==> config.mk <==
export PLATFORM = sky130hd
export DESIGN_NAME = link_top
export DESIGN_NICKNAME = d
export VERILOG_FILES = /design/src/design/link_pkg.sv /design/src/design/link_ctrl.sv /design/src/design/link_tx.sv /design/src/design/link_rx.sv /design/src/design/link_apb_regs.sv /design/src/design/link_top.sv
export VERILOG_INCLUDE_DIRS = /design/src /design/src/include
export SDC_FILE = /design/constraint.sdc
export NUM_CORES = 1
export LEC_CHECK = 0
export BUFFER_PORTS_ARGS = -buffer_cell sky130_fd_sc_hd__buf_4
export CAP_MARGIN = 20
export CORE_AREA = 2 2 107 109
export CTS_CLUSTER_SIZE = 20
export DETAILED_ROUTE_END_ITERATION = 6
export DIE_AREA = 0 0 109 111
export MAX_ROUTING_LAYER = met4
export PLACE_DENSITY = 0.62
export SLEW_MARGIN = 25
export SYNTH_ARGS = -nofsm -noshare
export SYNTH_HDL_FRONTEND = slang
export SYNTH_SLANG_ARGS = --single-unit
export TNS_END_PERCENT = 100
==> constraint.sdc <==
create_clock -name clk -period 2.3 [get_ports clk]
set_clock_uncertainty 0.1 [all_clocks]
set_input_delay 0.575 -clock clk [delete_from_list [all_inputs] [get_ports clk]]
set_output_delay 0.575 -clock clk [all_outputs]
set_load 0.02 [all_outputs]
==> src/include/link_defines.svh <==
`ifndef LINK_DEFINES_SVH
`define LINK_DEFINES_SVH

// ~~~~~~~~~~~~~~~~~~~~
// serial line timing
// ~~~~~~~~~~~~~~~~~~~~

`define LINK_BIT_CYC 4 // clocks per serial bit.

// ~~~~~~~~~~~~~~~~~~~~
// APB register map
// ~~~~~~~~~~~~~~~~~~~~

`define LINK_ADDR_W 4
`define LINK_DATA_W 32

`define LINK_REG_SEND   4'h0
`define LINK_REG_STATUS 4'h4
`define LINK_REG_READ   4'h8
`define LINK_REG_INDEX  4'hc

`endif

==> src/design/link_pkg.sv <==
`include "link_defines.svh"

package link_pkg;

    typedef logic [3:0] nib_t; // packet type, packet data or index.
    typedef logic [`LINK_ADDR_W-1:0] addr_t;
    typedef logic [`LINK_DATA_W-1:0] data_t;

    typedef struct packed {
        nib_t btype;
        nib_t bdata;
    } pkt_t;

    // packet type codes on the cable.
    localparam nib_t BAG_INIT   = 4'd0;
    localparam nib_t BAG_ACK    = 4'd1;
    localparam nib_t BAG_NAK    = 4'd2;
    localparam nib_t BAG_STALL  = 4'd3;
    localparam nib_t BAG_DIDX   = 4'd5;
    localparam nib_t BAG_DPARAM = 4'd6;
    localparam nib_t BAG_DDIDX  = 4'd7;
    localparam nib_t BAG_DLINK  = 4'd8;
    localparam nib_t BAG_DTYPE  = 4'd9;
    localparam nib_t BAG_DTEMP  = 4'd10;
    localparam nib_t BAG_DHEAD  = 4'd12;
    localparam nib_t BAG_DATA0  = 4'd13;
    localparam nib_t BAG_DATA1  = 4'd14;

    typedef struct packed {
        logic  psel;
        logic  penable;
        logic  pwrite;
        addr_t paddr;
        data_t pwdata;
    } apb_req_t;

    typedef struct packed {
        data_t prdata;
        logic  pready;
        logic  pslverr;
    } apb_rsp_t;

endpackage

==> src/design/link_ctrl.sv <==
`timescale 1ns/1ns

module link_ctrl (
    input  logic           clk,
    input  logic           rst,
    input  logic           fs_send,
    input  link_pkg::nib_t send_btype,
    output logic           fd_send,
    output logic           send_err,
    output logic           fs_read,
    input  logic           fd_read,
    output link_pkg::pkt_t read_pkt,
    output link_pkg::nib_t device_idx,
    output link_pkg::nib_t data_idx,
    output logic           fs_tx,
    input  logic           fd_tx,
    output link_pkg::nib_t tx_btype,
    input  logic           fs_rx,
    output logic           fd_rx,
    input  link_pkg::pkt_t rx_pkt
);
    import link_pkg::*;

    typedef enum logic [3:0] {
        IDLE,
        SEND_LOAD,
        SEND_RELOAD,
        SEND_DATA,
        RECV_WAIT,
        RECV_TAKE,
        RECV_DONE,
        SEND_DONE,
        READ_DATA,
        READ_TAKE,
        READ_SKIP,
        ACK_LOAD,
        ACK_SEND,
        NAK_LOAD,
        NAK_SEND,
        READ_DONE
    } state_t;

    state_t state;
    state_t next_state;
    logic   resend; // last reply was a NAK.

    function automatic logic is_cfg(input nib_t btype);
        return (btype == BAG_DIDX) || (btype == BAG_DPARAM) || (btype == BAG_DDIDX);
    endfunction

    assign fd_send = (state == SEND_DONE);
    assign fs_read = (state == READ_DONE);
    assign fs_tx   = (state == SEND_DATA) || (state == ACK_SEND) || (state == NAK_SEND);
    assign fd_rx   = (state == RECV_DONE) || (state == READ_TAKE) || (state == READ_SKIP);

    // ~~~~~~~~~~~~~~~~~~~~
    // state machine
    // ~~~~~~~~~~~~~~~~~~~~

    always_ff @(posedge clk or posedge rst) begin
        if (rst) begin
            state <= IDLE;
        end else begin
            state <= next_state;
        end
    end

    always_comb begin
        next_state = state;
        case (state)
            IDLE: begin
                if (fs_send) next_state = SEND_LOAD; // the processor wins over the far end.
                else if (fs_rx) next_state = READ_DATA;
            end
            SEND_LOAD:   next_state = SEND_DATA;
            SEND_RELOAD: next_state = SEND_DATA;
            SEND_DATA:   if (fd_tx) next_state = RECV_WAIT;
            RECV_WAIT:   if (fs_rx) next_state = RECV_TAKE;
            RECV_TAKE:   next_state = RECV_DONE;
            RECV_DONE:   if (!fs_rx) next_state = resend ? SEND_RELOAD : SEND_DONE;
            SEND_DONE:   if (!fs_send) next_state = IDLE;
            READ_DATA:   next_state = is_cfg(rx_pkt.btype) ? READ_TAKE : READ_SKIP;
            READ_TAKE:   if (!fs_rx) next_state = ACK_LOAD;
            READ_SKIP:   if (!fs_rx) next_state = NAK_LOAD;
            ACK_LOAD:    next_state = ACK_SEND;
            ACK_SEND:    if (fd_tx) next_state = READ_DONE;
            NAK_LOAD:    next_state = NAK_SEND;
            NAK_SEND:    if (fd_tx) next_state = READ_DONE;
            READ_DONE:   if (fd_read) next_state = IDLE;
            default:     next_state = IDLE;
        endcase
    end

    // ~~~~~~~~~~~~~~~~~~~~
    // reply decode
    // ~~~~~~~~~~~~~~~~~~~~

    always_ff @(posedge clk or posedge rst) begin
        if (rst) begin
            resend   <= 1'b0;
            send_err <= 1'b0;
        end else if (state == SEND_LOAD) begin
            resend   <= 1'b0;
            send_err <= 1'b0;
        end else if (state == RECV_TAKE) begin
            resend   <= (rx_pkt.btype == BAG_NAK);
            // anything but ACK or NAK closes the send with an error.
            send_err <= (rx_pkt.btype != BAG_ACK) && (rx_pkt.btype != BAG_NAK);
        end
    end

    always_ff @(posedge clk) begin
        case (state)
            SEND_LOAD:   tx_btype <= send_btype;
            SEND_RELOAD: if (tx_btype == BAG_DATA0) tx_btype <= BAG_DATA1; // toggle on retry.
            ACK_LOAD:    tx_btype <= BAG_ACK;
            NAK_LOAD:    tx_btype <= BAG_NAK;
            default:     tx_btype <= tx_btype;
        endcase
    end

    // ~~~~~~~~~~~~~~~~~~~~
    // received packet and indices
    // ~~~~~~~~~~~~~~~~~~~~

    always_ff @(posedge clk or posedge rst) begin
        if (rst) begin
            read_pkt   <= '{btype: BAG_INIT, bdata: BAG_INIT};
            device_idx <= '0;
            data_idx   <= '0;
        end else if (state == READ_DATA) begin
            read_pkt <= '{btype: BAG_INIT, bdata: BAG_INIT}; // stays clear for a rejected type.
            if (rx_pkt.btype == BAG_DIDX) device_idx <= rx_pkt.bdata;
            if (rx_pkt.btype == BAG_DDIDX) data_idx <= rx_pkt.bdata;
        end else if (state == READ_TAKE) begin
            read_pkt <= rx_pkt;
        end
    end

endmodule

==> src/design/link_tx.sv <==
`timescale 1ns/1ns
`include "link_defines.svh"

module link_tx (
    input  logic           clk,
    input  logic           rst,
    input  logic           fs_tx,
    input  link_pkg::nib_t tx_btype,
    output logic           fd_tx,
    output logic           tx_line
);

    localparam int FRAME_BITS = 6; // start, four type bits, stop.
    localparam int CYC_W = $clog2(`LINK_BIT_CYC);
    localparam logic [CYC_W-1:0] LAST_CYC = CYC_W'(`LINK_BIT_CYC - 1);
    localparam logic [CYC_W-1:0] PRE_CYC = CYC_W'(`LINK_BIT_CYC - 2);
    localparam logic [2:0] LAST_BIT = 3'(FRAME_BITS - 1);

    logic                  busy;
    logic [CYC_W-1:0]      cyc_cnt;
    logic [2:0]            bit_cnt;
    logic [FRAME_BITS-1:0] shreg;

    // the shifter fills with ones, so the line rests high between frames.
    assign tx_line = shreg[0];

    always_ff @(posedge clk or posedge rst) begin
        if (rst) begin
            busy    <= 1'b0;
            cyc_cnt <= '0;
            bit_cnt <= '0;
            shreg   <= '1;
            fd_tx   <= 1'b0;
        end else if (!busy) begin
            fd_tx <= 1'b0;
            if (fs_tx) begin
                busy    <= 1'b1;
                cyc_cnt <= '0;
                bit_cnt <= '0;
                shreg   <= {1'b1, tx_btype, 1'b0};
            end
        end else begin
            fd_tx <= (bit_cnt == LAST_BIT) && (cyc_cnt == PRE_CYC); // last stop cycle.
            if (cyc_cnt == LAST_CYC) begin
                cyc_cnt <= '0;
                bit_cnt <= bit_cnt + 1'b1;
                shreg   <= {1'b1, shreg[FRAME_BITS-1:1]};
                if (bit_cnt == LAST_BIT) busy <= 1'b0;
            end else begin
                cyc_cnt <= cyc_cnt + 1'b1;
            end
        end
    end

endmodule

==> src/design/link_rx.sv <==
`timescale 1ns/1ns
`include "link_defines.svh"

module link_rx (
    input  logic           clk,
    input  logic           rst,
    input  logic           rx_line,
    input  logic           fd_rx,
    output logic           fs_rx,
    output link_pkg::pkt_t rx_pkt
);

    localparam int CYC_W = $clog2(`LINK_BIT_CYC);
    localparam logic [CYC_W-1:0] LAST_CYC = CYC_W'(`LINK_BIT_CYC - 1);
    localparam logic [CYC_W-1:0] HALF_CYC = CYC_W'(`LINK_BIT_CYC / 2 - 1);

    typedef enum logic [1:0] {R_IDLE, R_START, R_DATA, R_STOP} rx_state_t;

    rx_state_t        state;
    logic [2:0]       line_sync; // two sync flops and one history flop.
    logic             line;
    logic             start_edge;
    logic [CYC_W-1:0] cyc_cnt;
    logic [2:0]       bit_cnt;
    logic [7:0]       shreg;
    logic             frame_ok;
    logic             take;

    assign line       = line_sync[1];
    assign start_edge = !line_sync[1] && line_sync[2];
    assign take       = frame_ok && !fs_rx && !fd_rx; // frames behind a held packet are lost.

    always_ff @(posedge clk or posedge rst) begin
        if (rst) begin
            line_sync <= '1;
            state     <= R_IDLE;
            cyc_cnt   <= '0;
            bit_cnt   <= '0;
            frame_ok  <= 1'b0;
        end else begin
            line_sync <= {line_sync[1:0], rx_line};
            frame_ok  <= 1'b0;
            case (state)
                R_IDLE: begin
                    cyc_cnt <= '0;
                    if (start_edge) state <= R_START;
                end
                R_START: begin
                    if (cyc_cnt == HALF_CYC) begin
                        cyc_cnt <= '0;
                        bit_cnt <= '0;
                        state   <= line ? R_IDLE : R_DATA; // a glitch is not a start bit.
                    end else begin
                        cyc_cnt <= cyc_cnt + 1'b1;
                    end
                end
                R_DATA: begin
                    if (cyc_cnt == LAST_CYC) begin
                        cyc_cnt <= '0;
                        bit_cnt <= bit_cnt + 1'b1;
                        if (bit_cnt == 3'd7) state <= R_STOP;
                    end else begin
                        cyc_cnt <= cyc_cnt + 1'b1;
                    end
                end
                R_STOP: begin
                    if (cyc_cnt == LAST_CYC) begin
                        frame_ok <= line;
                        state    <= R_IDLE;
                    end else begin
                        cyc_cnt <= cyc_cnt + 1'b1;
                    end
                end
                default: state <= R_IDLE;
            endcase
        end
    end

    always_ff @(posedge clk) begin
        if (state == R_DATA && cyc_cnt == LAST_CYC) shreg <= {line, shreg[7:1]};
        if (take) rx_pkt <= '{btype: shreg[3:0], bdata: shreg[7:4]};
    end

    always_ff @(posedge clk or posedge rst) begin
        if (rst) begin
            fs_rx <= 1'b0;
        end else if (fs_rx && fd_rx) begin
            fs_rx <= 1'b0;
        end else if (take) begin
            fs_rx <= 1'b1;
        end
    end

endmodule

==> src/design/link_apb_regs.sv <==
`timescale 1ns/1ns
`include "link_defines.svh"

module link_apb_regs (
    input  logic               clk,
    input  logic               rst,
    input  link_pkg::apb_req_t apb_req,
    output link_pkg::apb_rsp_t apb_rsp,
    output logic               fs_send,
    output link_pkg::nib_t     send_btype,
    input  logic               fd_send,
    input  logic               send_err,
    input  logic               fs_read,
    output logic               fd_read,
    input  link_pkg::pkt_t     read_pkt,
    input  link_pkg::nib_t     device_idx,
    input  link_pkg::nib_t     data_idx
);
    import link_pkg::*;

    logic  wr_acc;
    logic  rd_acc;
    logic  send_go;
    logic  st_ok;
    logic  st_err;
    data_t rdata;

    // ~~~~~~~~~~~~~~~~~~~~
    // access decode
    // ~~~~~~~~~~~~~~~~~~~~

    assign wr_acc = apb_req.psel && apb_req.penable && apb_req.pwrite;
    assign rd_acc = apb_req.psel && apb_req.penable && !apb_req.pwrite;

    // a send starts only once the previous handshake has fully closed.
    assign send_go = wr_acc && (apb_req.paddr == `LINK_REG_SEND) && !fs_send && !fd_send;

    // ~~~~~~~~~~~~~~~~~~~~
    // send handshake
    // ~~~~~~~~~~~~~~~~~~~~

    always_ff @(posedge clk or posedge rst) begin
        if (rst) begin
            fs_send    <= 1'b0;
            send_btype <= '0;
            st_ok      <= 1'b0;
            st_err     <= 1'b0;
        end else if (send_go) begin
            fs_send    <= 1'b1;
            send_btype <= apb_req.pwdata[3:0];
            st_ok      <= 1'b0;
            st_err     <= 1'b0;
        end else if (fs_send && fd_send) begin
            fs_send <= 1'b0;
            st_ok   <= !send_err;
            st_err  <= send_err;
        end
    end

    // reading READ with a packet pending hands it back to the controller.
    always_ff @(posedge clk or posedge rst) begin
        if (rst) begin
            fd_read <= 1'b0;
        end else begin
            fd_read <= rd_acc && (apb_req.paddr == `LINK_REG_READ) && fs_read && !fd_read;
        end
    end

    // ~~~~~~~~~~~~~~~~~~~~
    // read data
    // ~~~~~~~~~~~~~~~~~~~~

    always_comb begin
        rdata = '0;
        case (apb_req.paddr)
            `LINK_REG_SEND:   rdata[3:0] = send_btype;
            `LINK_REG_STATUS: rdata[3:0] = {fs_read, st_err, st_ok, fs_send};
            `LINK_REG_READ:   rdata[7:0] = {read_pkt.bdata, read_pkt.btype};
            `LINK_REG_INDEX:  rdata[7:0] = {data_idx, device_idx};
            default:          rdata = '0;
        endcase
    end

    assign apb_rsp = '{prdata: rdata, pready: 1'b1, pslverr: 1'b0}; // no wait states.

endmodule

==> src/design/link_top.sv <==
`timescale 1ns/1ns

module link_top (
    input  logic               clk,
    input  logic               rst,
    input  link_pkg::apb_req_t apb_req,
    output link_pkg::apb_rsp_t apb_rsp,
    input  logic               rx_line,
    output logic               tx_line
);
    import link_pkg::*;

    // processor side.
    logic fs_send;
    logic fd_send;
    logic send_err;
    nib_t send_btype;
    logic fs_read;
    logic fd_read;
    pkt_t read_pkt;
    nib_t device_idx;
    nib_t data_idx;

    // line side.
    logic fs_tx;
    logic fd_tx;
    nib_t tx_btype;
    logic fs_rx;
    logic fd_rx;
    pkt_t rx_pkt;

    link_apb_regs i_regs (
        .clk, .rst, .apb_req, .apb_rsp,
        .fs_send, .send_btype, .fd_send, .send_err,
        .fs_read, .fd_read, .read_pkt, .device_idx, .data_idx
    );

    link_ctrl i_ctrl (
        .clk, .rst,
        .fs_send, .send_btype, .fd_send, .send_err,
        .fs_read, .fd_read, .read_pkt, .device_idx, .data_idx,
        .fs_tx, .fd_tx, .tx_btype, .fs_rx, .fd_rx, .rx_pkt
    );

    link_tx i_tx (
        .clk, .rst, .fs_tx, .tx_btype, .fd_tx, .tx_line
    );

    link_rx i_rx (
        .clk, .rst, .rx_line, .fd_rx, .fs_rx, .rx_pkt
    );

endmodule

* After elaboration in Yosys (flattened, before gate mapping)
Cells that the tools add are included.
** Storage, ports and cells
- Bits of input ports :: 42
- Register bits :: 75
- Output and inout bits :: 35
- Logic and storage cells :: 193
** Cells by class
- Reduce and logical (&&, ||, !) cells :: 50
- Eq/ne operators :: 51
- Add/sub/neg operators :: 4
- Muxes and demuxes :: 61
** Operators with widths (number)
- case mux 4 bit (14 select lines) :: 1
- equality test 4 bit, second input constant :: 11
- two-way mux 4 bit :: 11
- equality test 4 x 3 -> 1 bit, second input constant :: 8
- case mux 4 bit (4 select lines) :: 2
- two-way mux 2 bit :: 13
- two-way mux 1 bit :: 19
- two-way mux 3 bit :: 6
- two-way mux 6 bit :: 3
- inequality test 2 x 1 -> 1 bit, second input constant :: 9
- logical AND 1 bit :: 17
- two-way mux 8 bit :: 2
- case mux 2 bit (4 select lines) :: 2
- inequality test 2 bit, second input constant :: 7
- equality test 4 x 2 -> 1 bit, second input constant :: 3
- nonzero test 2 bit :: 6
- equality test 2 bit, second input constant :: 5
- AND reduction 9 bit :: 1
- logical NOT 1 bit :: 8
- logical NOT 4 bit :: 2
- case mux 4 bit (2 select lines) :: 1
- AND reduction 2 bit :: 4
- adder 3 x 1 -> 3 bit, second input constant :: 2
- equality test 3 bit, second input constant :: 2
- 13 further kinds :: 21

* Logic depth before layout (Yosys ltp)
Gate-level depths: netlist (run 1).
- Depth in word-level cells :: 7
- Mapped depth :: 7
- Gate-level depth less buffers :: 7

* Cells and area by module
A second synthesis (run 1) with hierarchy kept.
** Unflattened totals
- Cells, all modules :: 359
- Area total of the unflattened synthesis :: 4006.3 um^2
** Modules (own cells, without submodules)
- link_ctrl :: area an instance 1525.2 um^2, sequential area each 670.6 um^2, cells each 164, instances 1
- link_rx :: area an instance 1078.5 um^2, sequential area each 784.5 um^2, cells each 71, instances 1
- link_apb_regs :: area an instance 778.2 um^2, sequential area each 200.2 um^2, cells each 73, instances 1
- link_tx :: area an instance 624.3 um^2, sequential area each 306.5 um^2, cells each 51, instances 1

* Worst setup path before layout (run 1)
OpenSTA, ideal clock, no wires.
- Kind :: in2out
- Start :: input apb_req[35] (netlist bit)
- End :: output apb_rsp[2] (netlist bit)
- Required time :: 1.625 ns
- Path buffers :: 1
- Slack :: 0.035 ns
- Data arrival time :: 1.590 ns
- Cell stages on the path :: 3
- Path through :: clkbuf_1 -> mux4_2 -> and2_1
** RTL lines
- start: declaration :: RTL line link_top.sv:6 : input link_pkg::apb_req_t apb_req,
- end: declaration :: RTL line link_top.sv:7 : output link_pkg::apb_rsp_t apb_rsp,

==> run metrics, run 1 <==
outcome=completed; Max Buffers Root-to-Sink=2; Yosys reg bits=74; flop-to-flop setup slack=about 0.16 ns; Chip Height=around 110 um; IO Pins=77; Cell Area, Synth=~3800 um^2; Area Growth Syn to Fin=17.6%; Routed Wire Length=7.02 mm; WHS=0.203 ns; Setup WS post-layout=0.00696 ns; hpwl dp=~5.2 mm; Final Power=5.17 mW; CP Class=reg2out; Startpoint Class=flop; share of layout cells above drive strength 1=0.234; Period Utilization, post-route=0.997; Total Routing Usage GR=0.128; Slew @ Worst Pin=between 0.6 and 0.7 ns; Syn Area/Cell=approximately 10 um^2; # clock sinks=74; hold_buf cts=0; RSZ-0062 raised after global routing=yes; Layout Cells excl Fill=approximately 550; final setup violating endpoints=0; GPL Wtd Cong=0.844; nets@finish=452; Max Transition Viols Final=0; antenna violations before repair=0; Diodes inserted=0; count of input and output buffers=22; starting DRC count in detailed routing=~120; share of flip-flops with an asynchronous set or reset=0.730; total gr overflow=0; cts bufs inserted=9; VDD IR-drop max=around 0.40 mV; first-pass GRT wire length=11.9 mm; Max Cap Violations=0; largest net degree at the start of global routing=31; CP arrival=between 1.5 and 2 ns; DRC Markers=0; Final min period=2.29 ns; Core ar.=11100 um^2; die width=109 um; FILL cells=about 1.1k; Syn. warnings=0; WL/cell=~13 um; via count=2551; largest family of logic cells by synthesized area=simple AND/OR/NAND/NOR gates; Gate Count Post-Synth=362; Pwr Density=approximately 1200 nW/um^2; std cell rows=39; clk_lat worst skew=0.32 ns; Max H-tree Level=3; dominant synthesized flop cell=dfrtp_1; post-synthesis compound-gate area fraction=0.110; P_leak=1.97 nW; crit path max fanout=3; Final Hold Viols=0; Fmax=436 MHz; WP data required=between 1.5 and 2 ns; Placement Setup Slack=approximately 0.041 ns; element type at the critical path end=primary output; Post-synth EDFFs=20; Die Area=approximately 12000 um^2; Unique masters post-synth=53; CTS Root Cell=clkbuf_16; Initial DRT Pass Iterations=4; Initial Utilization=0.340; total placed cells including tap cells=between 500 and 600; vias in the first global route=approximately 2.5k; Synth Area in XOR/XNOR=0.00931; Max-slew headroom=0.559; post-synthesis simple-gate area fraction=0.150; Post-DRT Antenna Nets=0; mux cell area share after synthesis=0.0758; Post-Synth Adder-Cell Area=0.0432; Hold Crit Class=in2async; Via density=4.68; Worst-path clk slew=0.06 ns; sequential fraction of the synthesis area=0.521; CTS tree=done
==> layer usage <==
metal  global-route usage  share of wire
met5                    -              0
met1                0.163           0.46
met2                0.201           0.50
met4               0.0393          0.012
met3               0.0294          0.032
==> state kept, by name, indices dropped and copies added (netlist names), 2 cells and up, named ones only <==
register and flops:
i_ctrl.data_idx 4, i_ctrl.device_idx 4, i_ctrl.read_pkt 8, i_ctrl.state 4
i_ctrl.tx_btype 4, i_regs.send_btype 4, i_rx.bit_cnt 3, i_rx.cyc_cnt 2
i_rx.line_sync 3, i_rx.rx_pkt 8, i_rx.shreg 8, i_tx.bit_cnt 3
i_tx.cyc_cnt 2, i_tx.shreg 5
==> cells by family (layout without fill, tap and decap cells) <==
logic type | count (synthesis) | after routing
multiplexers | 22 | 22
AO/OA/AOI/OAI | 68 | 68
flip-flops | 74 | 74
buffers and inverters | 59 | 75
other | 2 | 26
XOR/XNOR | 4 | 4
AND/OR/NAND/NOR | 120 | 120
adder cells (fa/ha/maj) | 13 | 13
==> power breakdown <==
part | leakage [nW] | total, mW | switching, mW | internal (mW)
sequential | 0.871 | 1.94 | 0.244 | 1.70
clock | 0.144 | 1.39 | 0.545 | 0.847
combinational | 0.957 | 1.84 | 1.08 | 0.761
total | 1.97 | 5.17 | 1.87 | 3.31
==> cells in the final DEF (no fill, tap or decap), types with 13 or more instances in the layout <==
master,Yosys,final
conb_1,2,26
ha_1,13,13
nor2_1,24,23
o21ai_0,29,29
nand2_1,52,50
buf_4,26,39
edfxtp_1,20,20
a21oi_1,17,17
dfrtp_1,46,43
inv_1,18,17
==> worst max-delay path: stages (launching register included) <==
cell	delay, ns
dfrtp_2	0.43
nand2_4	0.09
nor2_4	0.04
mux4_2	0.46
and2_4	0.15
buf_6	0.12
==> per-stage QoR <==
| stage | area, um^2 | setup TNS, ns | util |
|---|---|---|---|
| finish | 4430 | 0 | 0.400 |
| floorplan | 3850 | 0 | - |
| global placement | 4060 | 0 | 0.366 |
| CTS | 4400 | -0.0459 | 0.398 |
| detailed placement | 4060 | 0 | 0.366 |
| global route | 4430 | -0.0416 | 0.400 |
==> repair_timing <==
item	in CTS	in global routing
endpoints found under the setup margin	1	2
buffers inserted	4	0
pin swaps	0	3
gates resized for setup	6	6
cloned	0	0
==> synth_stat cells, types with 2 or more instances <==
master / number / area share
and2_1: 5 / 0.0083
nor2_1: 24 / 0.024
or2_2: 2 / 0.0033
conb_1: 2 / 0.0020
ha_1: 13 / 0.043
mux2i_1: 6 / 0.016
a32o_1: 3 / 0.0080
buf_2: 6 / 0.0080
nand2b_1: 3 / 0.0050
xor2_1: 2 / 0.0047
mux4_2: 4 / 0.024
o21ai_0: 29 / 0.039
dfrtp_1: 46 / 0.31
nor3_1: 3 / 0.0040
xnor2_1: 2 / 0.0047
buf_4: 26 / 0.052
inv_1: 18 / 0.018
nand2_1: 52 / 0.052
mux2_2: 12 / 0.036
nand4_1: 5 / 0.0083
edfxtp_1: 20 / 0.16
o22ai_1: 5 / 0.0083
nand3_1: 11 / 0.015
nor2b_1: 4 / 0.0066
clkbuf_1: 7 / 0.0070
and3_1: 2 / 0.0033
dfstp_2: 8 / 0.056
a21oi_1: 17 / 0.023
==> final timing paths <==
check                                  start                    to  depth (start not counted)
setup reg to reg             i_ctrl.state[2]  i_ctrl.device_idx[2]                          7
hold / removal                           rst         i_rx.state[0]                          2
setup / recovery             i_ctrl.state[2]            apb_rsp[5]                          5
hold reg to reg            i_rx.line_sync[0]     i_rx.line_sync[1]                          0
min in group clk                     rx_line     i_rx.line_sync[0]                          1
max in group asynchronous                rst  i_regs.send_btype[1]                          3
==> area by class of cell <==
class	count	area (um^2)	share of cell area
Tap cell	143	179	0.0404
Multi-Input combinational cell	253	1590	0.359
Inverter	18	67.6	0.0153
Clock inverter	7	76.3	0.0172
Clock buffer	9	225	0.0509
Timing Repair Buffer	41	324	0.0732
Sequential cell	74	1970	0.444
No activity file was read; power rests on OpenSTA's default activity.
==> run 2: changes to the inputs <==
Settings changed: BUFFER_PORTS_ARGS -buffer_cell sky130_fd_sc_hd__buf_4 to default, DONT_BUFFER_PORTS from default to 1, PLACE_DENSITY 0.62 to 0.56.
==> run 2 against run 1 <==
Compared with the run above:
- first-iteration DRC count rose by 20%
- critical endpoint unchanged
- via count decreased by 1.8%
- largest cell class unchanged
- fmax increased by 2.9%
==> run metrics, run 2 (same netlist as run 1, synthesis figures left out) <==
CP arrival=1.55 ns (was 1.62 ns); antenna violations before repair=0 (unchanged); Slew @ Worst Pin=0.691 ns (was 0.655 ns); Via density=4.78 (was 4.68); Diodes inserted=0 (unchanged); Max-slew headroom=0.534 (was 0.559); Routed Wire Length=7.08 mm (was 7.02 mm); Final Hold Viols=0 (unchanged); Post-DRT Antenna Nets=0 (unchanged); Core ar.=11100 um^2 (unchanged); cts bufs inserted=9 (unchanged); final setup violating endpoints=0 (unchanged); VDD IR-drop max=0.432 mV (was 0.400 mV); total gr overflow=0 (unchanged); Layout Cells excl Fill=524 (was 545); Final Power=5.06 mW (was 5.17 mW); WP data required=1.62 ns (about the same); Max Buffers Root-to-Sink=2 (unchanged); count of input and output buffers=0 (was 22); first-pass GRT wire length=12.2 mm (was 11.9 mm); element type at the critical path end=primary output (unchanged); Area Growth Syn to Fin=12.2% (was 17.6%); outcome=completed (unchanged); Hold Crit Class=in2async (unchanged); Die Area=12100 um^2 (unchanged); # clock sinks=74 (unchanged); Max H-tree Level=3 (unchanged); RSZ-0062 raised after global routing=no (was yes); Max Transition Viols Final=0 (unchanged); CTS Root Cell=clkbuf_16 (unchanged); setup_tns=0 ns (unchanged); most frequent cells in the layout=50 x nand2_1, 44 x dfrtp_1, 29 x o21ai_0, 26 x conb_1, 24 x nor2_1 (was 50 x nand2_1, 43 x dfrtp_1, 39 x buf_4, 29 x o21ai_0, 26 x conb_1); Fmax=449 MHz (was 436 MHz); DRC Markers=0 (unchanged); GPL Wtd Cong=0.821 (was 0.844); Startpoint Class=flop (unchanged); Worst-path clk slew=0.06 ns (about the same); CTS tree=done (unchanged); vias in the first global route=2467 (was 2513); Placed Instance Area=3910 um^2 (was 4060 um^2); P_leak=1.85 nW (was 1.97 nW); Placement Setup Slack=0.252 ns (was 0.0414 ns); nets@finish=431 (was 452); WHS=0.0733 ns (was 0.203 ns); Pwr Density=1200 nW/um^2 (was 1170 nW/um^2); crit path max fanout=3 (unchanged); most common cell after layout, fill and taps aside=nand2_1 (unchanged); std cell rows=39 (unchanged); CP Class=reg2out (unchanged); starting DRC count in detailed routing=147 (was 123); Total Routing Usage GR=0.132 (was 0.128); Final min period=2.23 ns (was 2.29 ns); IO Pins=77 (unchanged); die width=109 um (unchanged); Period Utilization, post-route=0.969 (was 0.997); WL/cell=13.5 um (was 12.9 um); Setup WS post-layout=0.0712 ns (was 0.00696 ns); hpwl dp=5.16 mm (was 5.23 mm); largest registers=i_ctrl.read_pkt (8), i_rx.rx_pkt (8), i_rx.shreg (8) (unchanged); total placed cells including tap cells=504 (was 525); Core Util, Final=0.381 (was 0.400); FILL cells=1081 (was 1066); cell area after layout=4230 um^2 (was 4430 um^2); Initial Utilization=0.340 (unchanged); via count=2505 (was 2551); share of layout cells above drive strength 1=0.178 (was 0.234); clk_lat worst skew=0.32 ns (about the same); Initial DRT Pass Iterations=5 (was 4); Chip Height=111 um (unchanged); Max Cap Violations=0 (unchanged); largest net degree at the start of global routing=29 (was 31)
run 2: changes by cell type in the layout (fill, tap and decap cells not counted), sizes merged:
cell | previous run | this run
buf | 41 | 20
clkbuf | 9 | 13
inv | 20 | 18
clkinv | 3 | 2
clkinvlp | 1 | 0
run 2: critical path, stage by stage, from the launching register on:
cell	delay, ns
dfrtp_1	0.41
nand2_2	0.09
nor2_1	0.08
mux4_2	0.47
and2_4	0.20
run 2: layout make-up:
class	instances	area, um^2	area share
sequential	74	1960	0.465
multi-input combinational	253	1570	0.372
clock buffer	13	240	0.0569
tap	143	179	0.0423
timing repair buffer	20	163	0.0385
inverter	18	67.6	0.0160
clock inverter	3	40.0	0.00948
run 2: timing repair:
| item | 4_1_cts | 5_1_grt |
|---|---|---|
| setup buffers | 4 | 0 |
| endpoints found under the setup margin | 1 | 1 |
| gates resized for setup | 4 | 2 |
| hold buffers | 0 | 0 |
| gates cloned | 0 | 0 |
run 2: worst paths after layout:
check                             startpoint                end  slack, ns  depth (start not counted)
min                                      rst    i_rx.bit_cnt[2]       0.07                          1
max reg2reg                  i_ctrl.state[2]    i_ctrl.state[3]       0.14                          6
max in group asynchronous                rst  i_rx.line_sync[2]       1.45                          2
min reg2reg                i_rx.line_sync[0]  i_rx.line_sync[1]       0.26                          0
max                          i_ctrl.state[2]         apb_rsp[5]       0.07                          4
min in group clk                     rx_line  i_rx.line_sync[0]       0.15                          0
run 2: power breakdown:
part / internal [mW] / total [mW] / switching, mW
clock network: 0.838 / 1.34 / 0.499
logic: 0.729 / 1.79 / 1.06
registers: 1.70 / 1.94 / 0.238
run 2: layer usage:
metal  GRT usage  part of all wire  wire length [um]  vias to the layer above
met5           -                 0                 0                        -
met4      0.0368             0.013                92                        0
met3      0.0435             0.028               198                        6
met2       0.197              0.47              3340                       46
met1       0.173              0.49              3440                     1217
li1            -                 -                 -                     1236
==> run 3: changes to the inputs <==
Settings changed: CAP_MARGIN 20 to default, CORE_AREA 2 2 107 109 to 2 2 110 112, DIE_AREA 0 0 109 111 to 0 0 112 114, PLACE_DENSITY 0.56 to 0.57, SYNTH_HIERARCHICAL from default to 1.
==> run 3 against run 2 <==
Compared with the run above:
- first-iteration DRC count down 27%
- sequential power up 4%
- critical path depth unchanged
- sequential share of layout area down 2.1 points
- total power fell by 2.7%
- worst setup slack lost 0.011 ns
- largest power group unchanged
- highest routed layer unchanged
==> run metrics, run 3 <==
# clock sinks=74 (unchanged); dominant synthesized flop cell=dfrtp_1 (unchanged); Post-synth EDFFs=20 (unchanged); P_leak=2.00 nW (was 1.85 nW); Placed Instance Area=4090 um^2 (was 3910 um^2); Fmax=446 MHz (was 449 MHz); WL/cell=14.3 um (was 13.5 um); Final Power=4.92 mW (was 5.06 mW); cts bufs inserted=9 (unchanged); most common cell in the synthesized netlist=dfrtp_1 (was nand2_1); Hold Crit Class=in2async (unchanged); Gate Count Post-Synth=359 (was 362); clk_lat worst skew=0.33 ns (was 0.32 ns); largest net degree at the start of global routing=35 (was 29); WP data required=1.62 ns (about the same); share of layout cells above drive strength 1=0.180 (was 0.178); nets@finish=419 (was 431); area occupied by multi-input gates=1770 um^2 (was 1570 um^2); Area Growth Syn to Fin=10.4% (was 12.2%); Slew @ Worst Pin=0.560 ns (was 0.691 ns); FILL cells=1166 (was 1081); final setup violating endpoints=0 (unchanged); Worst-path clk slew=0.05 ns (was 0.06 ns); Post-DRT Antenna Nets=0 (unchanged); Max H-tree Level=3 (unchanged); count of input and output buffers=0 (unchanged); Cell Area, Synth=4010 um^2 (was 3760 um^2); antenna violations before repair=0 (unchanged); share of flip-flops with an asynchronous set or reset=0.730 (unchanged); VDD IR-drop max=0.609 mV (was 0.432 mV); Unique masters post-synth=72 (was 53); Max Buffers Root-to-Sink=2 (unchanged); Max Transition Viols Final=0 (unchanged); CTS tree=done (unchanged); Power Internal=3.31 mW (was 3.27 mW); top post-synthesis cells by area=dfrtp_1 29%, edfxtp_1 15%, buf_4 5.2% (was dfrtp_1 31%, edfxtp_1 16%, dfstp_2 5.6%); Core Util, Final=0.378 (was 0.381); IO Pins=77 (unchanged); element type at the critical path end=primary output (unchanged); DRC Markers=0 (unchanged); Sequential Area=1960 um^2 (about the same); Syn. warnings=6 (was 0); Final Hold Viols=0 (unchanged); Routed Wire Length=7.44 mm (was 7.08 mm); via count=2621 (was 2505); crit path cell chain=nand2_2 > nor2_1 > mux4_1 > and2_4 (was nand2_2 > nor2_1 > mux4_2 > and2_4); GPL Wtd Cong=0.749 (was 0.821); Syn Area/Cell=11.2 um^2 (was 10.4 um^2); hpwl dp=5.28 mm (was 5.16 mm); Startpoint Class=flop (unchanged); Final min period=2.24 ns (was 2.23 ns); WHS=0.0399 ns (was 0.0733 ns); most frequent cells in the layout=46 x dfrtp_1, 38 x nand2_1, 26 x conb_1, 21 x nor2_1, 20 x edfxtp_1 (was 50 x nand2_1, 44 x dfrtp_1, 29 x o21ai_0, 26 x conb_1, 24 x nor2_1); Pwr Density=1110 nW/um^2 (was 1200 nW/um^2); Via density=5.04 (was 4.78); Comb pwr share=0.311 (was 0.353); first-pass GRT wire length=12.5 mm (was 12.2 mm); top post-synthesis cells by count=46 x dfrtp_1, 40 x nand2_1, 28 x buf_4 (was 52 x nand2_1, 46 x dfrtp_1, 29 x o21ai_0); setup_tns=0 ns (unchanged); starting DRC count in detailed routing=107 (was 147); outcome=completed (unchanged); CTS Root Cell=clkbuf_16 (unchanged); Yosys reg bits=74 (unchanged); area leader, netlist=dfrtp_1 (unchanged); crit path max fanout=2 (was 3); switching power=1.62 mW (was 1.79 mW); Die Area=12800 um^2 (was 12100 um^2); Initial DRT Pass Iterations=4 (was 5); sw frac=0.328 (was 0.354); RSZ-0062 raised after global routing=no (unchanged); Period Utilization, post-route=0.974 (was 0.969); die width=112 um (was 109 um); CP Class=reg2out (unchanged); clock share of power=0.281 (was 0.264); total gr overflow=0 (unchanged); Seq pwr share=0.409 (was 0.383); Max-slew headroom=0.626 (was 0.534); Initial Utilization=0.342 (was 0.340); cell area after layout=4420 um^2 (was 4230 um^2); std cell rows=40 (was 39); vias in the first global route=2441 (was 2467); Diodes inserted=0 (unchanged); slowest CP cell=mux4_1 (was mux4_2); Max Cap Violations=0 (unchanged); most common cell after layout, fill and taps aside=dfrtp_1 (was nand2_1); largest stage delay on the critical path=0.51 ns (was 0.47 ns); share of the synthesized area in the top cell type=0.287 (was 0.306); Total Routing Usage GR=0.127 (was 0.132); largest registers=i_ctrl/read_pkt (8), i_rx/rx_pkt (8), i_rx/shreg (8) (was i_ctrl.read_pkt (8), i_rx.rx_pkt (8), i_rx.shreg (8)); CP arrival=1.57 ns (was 1.55 ns); sequential fraction of the synthesis area=0.490 (was 0.521); Core ar.=11700 um^2 (was 11100 um^2); Chip Height=114 um (was 111 um)
-- run 3: worst paths after layout --
check,startpoint,end,slack [ns],cells past startpoint
setup reg to reg,i_ctrl/state[0],i_ctrl/tx_btype[1],0.18,6
min in group clk,rx_line,i_rx/line_sync[0],0.14,0
hold / removal,rst,i_tx/bit_cnt[1],0.04,1
setup / recovery,i_ctrl/state[0],apb_rsp[5],0.06,4
max in group asynchronous,rst,i_regs/send_btype[0],1.33,2
hold reg to reg,i_rx/line_sync[0],i_rx/line_sync[1],0.25,0
-- run 3: power groups by stage --
stage          clock network, mW  logic, mW  registers [mW]
2_1_floorplan                  0       1.36            1.90
3_3_place_gp                   0       1.48            2.02
3_5_place_dp                   0       1.51            2.03
4_1_cts                     1.42       1.54            2.01
5_1_grt                     1.48       1.72            2.07
6_report                    1.38       1.53            2.01
-- run 3: cell families (layout without fill, tap and decap cells) --
family,count (synthesis),count (layout),share of synthesized area
other,2,26,0.00187
AO/OA/AOI/OAI,66,66,0.124
XOR/XNOR,2,2,0.00437
flip-flops,74,74,0.490
adder cells (fa/ha/maj),9,9,0.0281
AND/OR/NAND/NOR,116,116,0.161
buffers and inverters,61,51,0.0940
multiplexers,29,29,0.0974
-- run 3: through the flow --
step,std cells,worst slack (ns)
floorplan,383,0.153
global placement,501,0.225
detailed placement,501,0.217
CTS,520,0.0208
global route,520,0.00600
finish,520,0.0598
-- run 3: area by class of cell --
| cell class | instances | share of cell area |
|---|---|---|
| flip-flops and latches | 74 | 0.443 |
| multi-input cells | 248 | 0.399 |
| clock buffers | 13 | 0.0588 |
| well taps | 147 | 0.0416 |
| repair buffers | 18 | 0.0339 |
| inverters | 17 | 0.0144 |
| clock inverters | 3 | 0.00877 |
-- run 3: per-layer routing --
layer / wire [um] / track usage / part of all wire
met1: 3500 / 0.159 / 0.47
met2: 3560 / 0.197 / 0.48
met3: 324 / 0.0473 / 0.044
met4: 57 / 0.0317 / 0.0077
met5: 0 / - / 0
-- run 3: what timing repair did --
item	4_1_cts	5_1_grt
pin swaps	1	1
hold buffers	1	0
hold endpoints to repair	8	0
endpoints found under the setup margin	1	1
buffers inserted	2	0
resized for setup	4	0
-- run 3: worst max-delay path, delay by kind of cell, from the launching register on --
kind	cells	cell delay (ns)
DFF	1	0.39
muxes	1	0.51
and+or+nand+nor	3	0.33
